File: src/source/gain_pkg.sv
// Audio gain stage definitions
`default_nettype none

package gain_pkg;

  // Data widths
  localparam int SAMPLE_W = 24;
  localparam int COEF_W   = 24;
  localparam int SCALE_W  = 32;

  // Full product widths of both multipliers
  localparam int COEF_FULL_W  = SAMPLE_W + COEF_W - 1;
  localparam int SCALE_FULL_W = SAMPLE_W + SCALE_W;

  // Coefficient is Q4.19, so the kept window starts at bit 19
  localparam int COEF_PROD_W = 28;
  localparam int COEF_SHIFT  = 19;

  // Master scale is Q8.24, kept window starts at bit 24
  localparam int SCALE_PROD_W = 32;
  localparam int SCALE_SHIFT  = 24;

  // Register stages per block
  localparam int COEF_LAT  = 5;
  localparam int SCALE_LAT = 6;
  // Capture, both multipliers and the output register
  localparam int TOTAL_LAT = 1 + COEF_LAT + SCALE_LAT + 1;

  // Rails of the signed sample range
  localparam logic [SAMPLE_W-1:0] SAMPLE_POS_FS = {1'b0, {(SAMPLE_W - 1){1'b1}}};
  localparam logic [SAMPLE_W-1:0] SAMPLE_NEG_FS = {1'b1, {(SAMPLE_W - 1){1'b0}}};

  typedef enum logic [1:0] {
    MODE_GAIN   = 2'd0,
    MODE_BYPASS = 2'd1,
    MODE_MUTE   = 2'd2,
    MODE_INVERT = 2'd3
  } gain_mode_e;

endpackage

`default_nettype wire
File: src/source/sample_stream_if.sv
// Internal sample stream
`timescale 1ns/1ps
`default_nettype none

interface sample_stream_if;

  logic [gain_pkg::SAMPLE_W-1:0] sample;
  logic                          valid;
  gain_pkg::gain_mode_e          mode;
  // Set when a stage had to clamp this sample
  logic                          clip;

  modport src (
    output sample,
    output valid,
    output mode,
    output clip
  );

  modport dst (
    input sample,
    input valid,
    input mode,
    input clip
  );

endinterface

`default_nettype wire

File: src/source/audio_gain_top.sv
// Mono audio gain stage
`timescale 1ns/1ps
`default_nettype none

module audio_gain_top (
  input  wire logic                          clk,
  input  wire logic                          rst_n_i,
  input  wire logic [gain_pkg::SAMPLE_W-1:0] sample_i,
  input  wire logic                          sample_valid_i,
  input  wire logic [gain_pkg::COEF_W-1:0]   coef_i,
  input  wire logic [gain_pkg::SCALE_W-1:0]  scale_i,
  input  wire gain_pkg::gain_mode_e          mode_i,
  output logic [gain_pkg::SAMPLE_W-1:0]      sample_o,
  output logic                               sample_valid_o,
  output logic                               clip_o
);

  logic [gain_pkg::COEF_W-1:0]       coef;
  logic [gain_pkg::SCALE_W-1:0]      scale;
  logic [gain_pkg::SCALE_PROD_W-1:0] wide;
  logic [gain_pkg::SAMPLE_W-1:0]     bypass;

  sample_stream_if capture_if ();
  sample_stream_if proc_if ();

  sample_capture capture_i (
    .clk            (clk),
    .rst_n_i        (rst_n_i),
    .sample_i       (sample_i),
    .sample_valid_i (sample_valid_i),
    .coef_i         (coef_i),
    .scale_i        (scale_i),
    .mode_i         (mode_i),
    .out            (capture_if.src),
    .coef_o         (coef),
    .scale_o        (scale)
  );

  gain_datapath datapath_i (
    .clk      (clk),
    .rst_n_i  (rst_n_i),
    .in       (capture_if.dst),
    .coef_i   (coef),
    .scale_i  (scale),
    .out      (proc_if.src),
    .wide_o   (wide),
    .bypass_o (bypass)
  );

  output_limiter limiter_i (
    .clk            (clk),
    .rst_n_i        (rst_n_i),
    .in             (proc_if.dst),
    .wide_i         (wide),
    .bypass_i       (bypass),
    .sample_o       (sample_o),
    .sample_valid_o (sample_valid_o),
    .clip_o         (clip_o)
  );

endmodule

`default_nettype wire

File: src/source/output_limiter.sv
// Output saturation and mode select
`timescale 1ns/1ps
`default_nettype none

module output_limiter (
  input  wire logic                                clk,
  input  wire logic                                rst_n_i,
  sample_stream_if.dst                             in,
  input  wire logic [gain_pkg::SCALE_PROD_W-1:0]   wide_i,
  input  wire logic [gain_pkg::SAMPLE_W-1:0]       bypass_i,
  output logic [gain_pkg::SAMPLE_W-1:0]            sample_o,
  output logic                                     sample_valid_o,
  output logic                                     clip_o
);

  localparam int SW = gain_pkg::SAMPLE_W;
  localparam int PW = gain_pkg::SCALE_PROD_W;

  logic          fits;
  logic [SW-1:0] sat_val;
  logic          gain_clip;
  logic [SW-1:0] res;
  logic          res_clip;

  // Upper bits must all equal the sign of the 24-bit result
  assign fits      = (&wide_i[PW-1:SW-1]) | ~(|wide_i[PW-1:SW-1]);
  assign sat_val   = fits ? in.sample :
                     (wide_i[PW-1] ? gain_pkg::SAMPLE_NEG_FS : gain_pkg::SAMPLE_POS_FS);
  assign gain_clip = ~fits | in.clip;

  always_comb begin
    res      = sat_val;
    res_clip = gain_clip;
    case (in.mode)
      gain_pkg::MODE_GAIN: begin
        res      = sat_val;
        res_clip = gain_clip;
      end
      gain_pkg::MODE_BYPASS: begin
        res      = bypass_i;
        res_clip = 1'b0;
      end
      gain_pkg::MODE_MUTE: begin
        res      = '0;
        res_clip = 1'b0;
      end
      gain_pkg::MODE_INVERT: begin
        // A clipped value lies beyond a rail, so its negation hits the other rail
        if (gain_clip || sat_val == gain_pkg::SAMPLE_NEG_FS) begin
          res      = sat_val[SW-1] ? gain_pkg::SAMPLE_POS_FS : gain_pkg::SAMPLE_NEG_FS;
          res_clip = 1'b1;
        end else begin
          res      = -sat_val;
          res_clip = 1'b0;
        end
      end
      default: begin
        res      = sat_val;
        res_clip = gain_clip;
      end
    endcase
  end

  always_ff @(posedge clk or negedge rst_n_i) begin
    if (!rst_n_i) begin
      sample_valid_o <= 1'b0;
      clip_o         <= 1'b0;
    end else begin
      sample_valid_o <= in.valid;
      clip_o         <= in.valid & res_clip;
    end
  end

  always_ff @(posedge clk) begin
    sample_o <= res;
  end

endmodule

`default_nettype wire

File: src/source/gain_datapath.sv
// Gain and scale processing chain
`timescale 1ns/1ps
`default_nettype none

module gain_datapath (
  input  wire logic                          clk,
  input  wire logic                          rst_n_i,
  sample_stream_if.dst                       in,
  input  wire logic [gain_pkg::COEF_W-1:0]   coef_i,
  input  wire logic [gain_pkg::SCALE_W-1:0]  scale_i,
  sample_stream_if.src                       out,
  output logic [gain_pkg::SCALE_PROD_W-1:0]  wide_o,
  output logic [gain_pkg::SAMPLE_W-1:0]      bypass_o
);

  localparam int LA = gain_pkg::COEF_LAT;
  localparam int LB = gain_pkg::SCALE_LAT;
  localparam int SW = gain_pkg::SAMPLE_W;

  // Side band matching the coefficient multiplier
  logic [LA-1:0]               valid_a;
  gain_pkg::gain_mode_e        mode_a  [LA];
  logic [gain_pkg::SCALE_W-1:0] scale_a [LA];
  logic [SW-1:0]               smp_a   [LA];

  // Side band matching the scale multiplier
  logic [LB-1:0]               valid_b;
  gain_pkg::gain_mode_e        mode_b  [LB];
  logic [SW-1:0]               smp_b   [LB];
  logic                        clip_b  [LB];

  logic [gain_pkg::COEF_PROD_W-1:0]  coef_prod;
  logic                              mid_fits;
  logic [SW-1:0]                     mid_sample;
  logic                              mid_clip;
  logic [gain_pkg::SCALE_PROD_W-1:0] scale_prod;

  coef_mult_pipe coef_mult_i (
    .clk (clk),
    .a_i (in.sample),
    .b_i (coef_i),
    .p_o (coef_prod)
  );

  // Clamp the Q4.19 product back into the sample range
  assign mid_fits   = (&coef_prod[gain_pkg::COEF_PROD_W-1:SW-1]) |
                      ~(|coef_prod[gain_pkg::COEF_PROD_W-1:SW-1]);
  assign mid_sample = mid_fits ? coef_prod[SW-1:0] :
                      (coef_prod[gain_pkg::COEF_PROD_W-1] ? gain_pkg::SAMPLE_NEG_FS :
                                                            gain_pkg::SAMPLE_POS_FS);
  assign mid_clip   = ~mid_fits;

  scale_mult_pipe scale_mult_i (
    .clk (clk),
    .a_i (mid_sample),
    .b_i (scale_a[LA-1]),
    .p_o (scale_prod)
  );

  always_ff @(posedge clk or negedge rst_n_i) begin
    if (!rst_n_i) begin
      valid_a <= '0;
      valid_b <= '0;
    end else begin
      valid_a <= {valid_a[LA-2:0], in.valid};
      valid_b <= {valid_b[LB-2:0], valid_a[LA-1]};
    end
  end

  always_ff @(posedge clk) begin
    mode_a[0]  <= in.mode;
    scale_a[0] <= scale_i;
    smp_a[0]   <= in.sample;
    for (int i = 1; i < LA; i++) begin
      mode_a[i]  <= mode_a[i-1];
      scale_a[i] <= scale_a[i-1];
      smp_a[i]   <= smp_a[i-1];
    end
    // Intermediate clip joins here, in step with the clamped value
    mode_b[0] <= mode_a[LA-1];
    smp_b[0]  <= smp_a[LA-1];
    clip_b[0] <= mid_clip;
    for (int j = 1; j < LB; j++) begin
      mode_b[j] <= mode_b[j-1];
      smp_b[j]  <= smp_b[j-1];
      clip_b[j] <= clip_b[j-1];
    end
  end

  assign out.valid  = valid_b[LB-1];
  assign out.mode   = mode_b[LB-1];
  assign out.clip   = clip_b[LB-1];
  // Low bits are the final value only when the limiter finds no overflow
  assign out.sample = scale_prod[SW-1:0];
  assign wide_o     = scale_prod;
  assign bypass_o   = smp_b[LB-1];

endmodule

`default_nettype wire

File: src/source/scale_mult_pipe.sv
// Pipelined master scale multiplier
`timescale 1ns/1ps
`default_nettype none

module scale_mult_pipe (
  input  wire logic                                 clk,
  input  wire logic signed [gain_pkg::SAMPLE_W-1:0] a_i,
  input  wire logic [gain_pkg::SCALE_W-1:0]         b_i,
  output logic [gain_pkg::SCALE_PROD_W-1:0]         p_o
);

  localparam int DLY = gain_pkg::SCALE_LAT - 1;

  logic signed [gain_pkg::SAMPLE_W-1:0]     a_d [DLY];
  logic [gain_pkg::SCALE_W-1:0]             b_d [DLY];
  logic signed [gain_pkg::SCALE_W:0]        b_ext;
  logic signed [gain_pkg::SCALE_FULL_W-1:0] prod_full;
  logic signed [gain_pkg::SCALE_FULL_W-1:0] prod_q;

  // Five operand stages, the sixth register holds the product
  always_ff @(posedge clk) begin
    a_d[0] <= a_i;
    b_d[0] <= b_i;
    for (int i = 1; i < DLY; i++) begin
      a_d[i] <= a_d[i-1];
      b_d[i] <= b_d[i-1];
    end
  end

  // Scale is unsigned, extend with a zero so it never turns negative
  assign b_ext = $signed({1'b0, b_d[DLY-1]});

  // Full product fits in 56 bits for any operand pair
  assign prod_full = a_d[DLY-1] * b_ext;

  always_ff @(posedge clk) begin
    prod_q <= prod_full;
  end

  // Bits 55..24
  assign p_o = prod_q[gain_pkg::SCALE_SHIFT +: gain_pkg::SCALE_PROD_W];

endmodule

`default_nettype wire

File: src/source/coef_mult_pipe.sv
// Pipelined coefficient multiplier
`timescale 1ns/1ps
`default_nettype none

module coef_mult_pipe (
  input  wire logic                                 clk,
  input  wire logic signed [gain_pkg::SAMPLE_W-1:0] a_i,
  input  wire logic signed [gain_pkg::COEF_W-1:0]   b_i,
  output logic [gain_pkg::COEF_PROD_W-1:0]          p_o
);

  logic signed [gain_pkg::SAMPLE_W-1:0]    a_d [gain_pkg::COEF_LAT];
  logic signed [gain_pkg::COEF_W-1:0]      b_d [gain_pkg::COEF_LAT];
  logic signed [gain_pkg::COEF_FULL_W-1:0] prod_full;

  // Operand delay line, one product per cycle in flight
  always_ff @(posedge clk) begin
    a_d[0] <= a_i;
    b_d[0] <= b_i;
    for (int i = 1; i < gain_pkg::COEF_LAT; i++) begin
      a_d[i] <= a_d[i-1];
      b_d[i] <= b_d[i-1];
    end
  end

  assign prod_full = a_d[gain_pkg::COEF_LAT-1] * b_d[gain_pkg::COEF_LAT-1];

  // Bits 46..19, i.e. the product rescaled by 2^-19 with floor
  assign p_o = prod_full[gain_pkg::COEF_SHIFT +: gain_pkg::COEF_PROD_W];

endmodule

`default_nettype wire

File: src/source/sample_capture.sv
// Input operand capture
`timescale 1ns/1ps
`default_nettype none

module sample_capture (
  input  wire logic                          clk,
  input  wire logic                          rst_n_i,
  input  wire logic [gain_pkg::SAMPLE_W-1:0] sample_i,
  input  wire logic                          sample_valid_i,
  input  wire logic [gain_pkg::COEF_W-1:0]   coef_i,
  input  wire logic [gain_pkg::SCALE_W-1:0]  scale_i,
  input  wire gain_pkg::gain_mode_e          mode_i,
  sample_stream_if.src                       out,
  output logic [gain_pkg::COEF_W-1:0]        coef_o,
  output logic [gain_pkg::SCALE_W-1:0]       scale_o
);

  logic                          valid_q;
  logic [gain_pkg::SAMPLE_W-1:0] sample_q;
  gain_pkg::gain_mode_e          mode_q;

  always_ff @(posedge clk or negedge rst_n_i) begin
    if (!rst_n_i) begin
      valid_q <= 1'b0;
    end else begin
      valid_q <= sample_valid_i;
    end
  end

  // Operands are bound to the sample present on the strobe
  always_ff @(posedge clk) begin
    if (sample_valid_i) begin
      sample_q <= sample_i;
      coef_o   <= coef_i;
      scale_o  <= scale_i;
      mode_q   <= mode_i;
    end
  end

  assign out.valid  = valid_q;
  assign out.sample = sample_q;
  assign out.mode   = mode_q;
  // Nothing clamps at this point
  assign out.clip   = 1'b0;

endmodule

`default_nettype wire

File: config.mk
export PLATFORM = sky130hd
export DESIGN_NAME = audio_gain_top
export DESIGN_NICKNAME = d
export VERILOG_FILES = /design/src/source/gain_pkg.sv /design/src/source/sample_stream_if.sv /design/src/source/audio_gain_top.sv /design/src/source/output_limiter.sv /design/src/source/gain_datapath.sv /design/src/source/scale_mult_pipe.sv /design/src/source/coef_mult_pipe.sv /design/src/source/sample_capture.sv
export SDC_FILE = /design/constraint.sdc
export NUM_CORES = 2
export LEC_CHECK = 0
export ABC_CLOCK_PERIOD_IN_PS = 9500
export BUFFER_PORTS_ARGS = -buffer_cell sky130_fd_sc_hd__buf_2
export CORE_ASPECT_RATIO = 2
export CORE_MARGIN = 3
export CORE_UTILIZATION = 60
export DETAILED_ROUTE_END_ITERATION = 8
export PLACE_DENSITY_LB_ADDON = 0.15
export SYNTH_ARGS = -nofsm -noshare
export SYNTH_HDL_FRONTEND = slang
export SYNTH_HIERARCHICAL = 1
export SYNTH_SLANG_ARGS = --single-unit
File: constraint.sdc
create_clock -name clk -period 9.5 [get_ports clk]
set_input_delay 0.475 -clock clk [delete_from_list [all_inputs] [get_ports clk]]
set_output_delay 0.475 -clock clk [all_outputs]
set_load 0.1 [all_outputs]
==> flow_summary.json <==
{
  "status": "finished clean",
  "cap_violations": 0,
  "fp.dieArea_um2": 124000,
  "grt_first_pass_wirelength_um": 294000,
  "grtUsageMet3": 0.0478,
  "cts-root-buf": "clkbuf_16",
  "cts_hold_buf": 81,
  "drive_gt1_frac": 0.0716,
  "netlist_area_um2": 71500,
  "syn_nets": 8225,
  "vias": 45123,
  "worst_pin_slew_ns": 1.20,
  "grt_overflow_total": 0,
  "worst_clock_skew_ns": 0.0578,
  "first_pass_iters": 8,
  "setup_viol": 0,
  "clk_latency_ns": 0.72,
  "hold_violations": 0,
  "drtIter0Drc": 2595,
  "cp-start-kind": "register",
  "num_rows": 178,
  "period_minus_slack_ns": 8.50,
  "antenna_found_initial": 11,
  "busiest_layer": "met2",
  "port_buffers": 110,
  "cts_resized": 0,
  "htreeDepth": 3,
  "syn_inst": 6548,
  "setup_tns_ns": 0,
  "setup.worst_path.class": "reg -> reg",
  "grt_setup_unrepaired": "no",
  "grtUsageTotal": 0.322,
  "fillCellCount": 9211,
  "slew_headroom": 0.197,
  "path_clk_slew_ns": 0.08,
  "gp_congestion": 1.01,
  "fmax_mhz": 118,
  "post-route-drc-count": 0,
  "postCtsSetupBuffers": 0,
  "die_x_um": 250,
  "path_max_fanout": 24,
  "avgViaCountPerCell": 5.43,
  "hold_path_class": "in -> reg",
  "area_delta_synth_final_pct": 8.79,
  "die_y_um": 494,
  "hpwl_um": 148000,
  "routedWlPerCell_um": 23.1,
  "clock_path_buffers": 3,
  "avgSynthCellArea_um2": 10.9,
  "grt.met2_usage": 0.597,
  "ys_warn_count": 6,
  "end_kind": "register",
  "pin_count": 111,
  "antenna_left": 0,
  "cts_num_sinks": 1124,
  "start_util": 0.606,
  "cts_inserted_buffers": 89,
  "grt_pass1_vias": 51543,
  "final_nets": 8330,
  "post-route-period-util": 0.895,
  "use_met1": 0.289,
  "grt_max_degree": 62,
  "maxSlewViolCount": 0,
  "worst-endpoint-arrival_ns": 9.07,
  "crit_required_ns": 10.06,
  "cts_tree": "done",
  "drt_wl_total_um": 192000,
  "core-area_um2": 118000
}
-- sequential cells by signal, indices dropped and copies added, names as in the netlist, 10 cells and up --
signal / cells
datapath_i/scale_a: 160
datapath_i/scale_mult_i/b_d: 160
datapath_i/smp_b: 144
datapath_i/coef_mult_i/a_d: 120
datapath_i/coef_mult_i/b_d: 120
datapath_i/scale_mult_i/a_d: 120
datapath_i/smp_a: 120
capture_i/scale_o: 32
datapath_i/scale_mult_i/prod_q: 32
capture_i/coef_o: 24
capture_i/out.sample: 24
limiter_i/sample_o: 24
datapath_i/mode_b: 12
datapath_i/mode_a: 10
-- per-stage QoR --
stage / cell area, µm² / worst slack, ns / hold slack [ns] / utilization / instances
after floorplan: 71500 / 1.88 / 0.179 / - / 6548
after global placement: 73600 / 1.33 / 0.310 / 0.624 / 8011
after detailed placement: 73600 / 1.06 / 0.312 / 0.624 / 8011
after CTS: 77700 / 1.06 / 0.0177 / 0.658 / 8260
after global routing: 77800 / 0.445 / 0.0256 / 0.659 / 8306
final: 77800 / 0.997 / 0.0410 / 0.659 / 8308
-- routing by layer --
metal | vias to the layer above | routed length (µm) | part of all wire
li1 | 19703 | - | -
met1 | 22873 | 55500 | 0.29
met2 | 1632 | 103000 | 0.54
met3 | 913 | 9050 | 0.047
met4 | 2 | 24100 | 0.13
met5 | - | 13 | 0.000068
-- worst paths after layout --
kind                                                    from                           endpoint  slack (ns)  cells past startpoint
setup / recovery           datapath_i/coef_mult_i/b_d[0][96]  datapath_i/scale_mult_i/a_d[0][3]         1.0                     23
hold / removal                                   scale_i[23]              capture_i/scale_o[23]        0.04                      1
setup reg to reg           datapath_i/coef_mult_i/b_d[0][96]  datapath_i/scale_mult_i/a_d[0][3]         1.0                     23
hold reg to reg                    datapath_i/scale_a[0][65]          datapath_i/scale_a[0][97]        0.29                      0
max in group asynchronous                            rst_n_i                capture_i/out.valid        9.06                      2
min in group asynchronous                            rst_n_i                   limiter_i/clip_o        0.18                      2
-- critical path: stages (launching register included) --
cell and delay (ns):
dfxtp_1 0.78, nand2_1 0.19, inv_1 0.17, fa_1 0.57, fa_1 0.77, buf_4 0.24, fa_1 0.42, fa_1 0.54
fa_1 0.45, fa_1 0.55, inv_1 0.06, fa_1 0.53, inv_1 0.05, ha_1 0.35, and3_1 0.24, a311oi_1 0.39
o2111ai_1 0.25, o211ai_2 0.28, o21bai_2 0.12, a31oi_1 0.47, xnor2_2 0.20, buf_4 0.32, nand4_1 0.14, a221oi_1 0.28
-- cells in the final DEF, fill, tap and decap left out, drive strengths merged, types with 14 or more instances in the layout --
master       count
a21o            38
a21oi          108
a221oi          27
and2           653
buf            240
clkbuf         115
clkinv          27
dfrtp           14
dfxtp         1028
diode           48
dlygate4sd3     81
edfxtp          82
fa            1255
ha             337
inv           1340
nand2          724
nand2b          31
nand3           38
nand4           48
nor2            84
nor2b           50
nor3            29
o211ai          14
o21ai           69
xnor2           63
xor2            26
-- area by class of cell --
class                           count  area [µm²]  area share
Tap cell                         1530        1910      0.0246
Inverter                         1328        4980      0.0641
Clock buffer                      115        2480      0.0319
Timing Repair Buffer              321        2350      0.0302
Sequential cell                  1124       23400       0.301
Multi-Input combinational cell   3789       41800       0.537
Antenna cell                       48         120     0.00154
Clock inverter                     53         713     0.00917
Power is not shown: default switching activity piles up to over one toggle a cycle in this logic, so the estimate is an artifact.
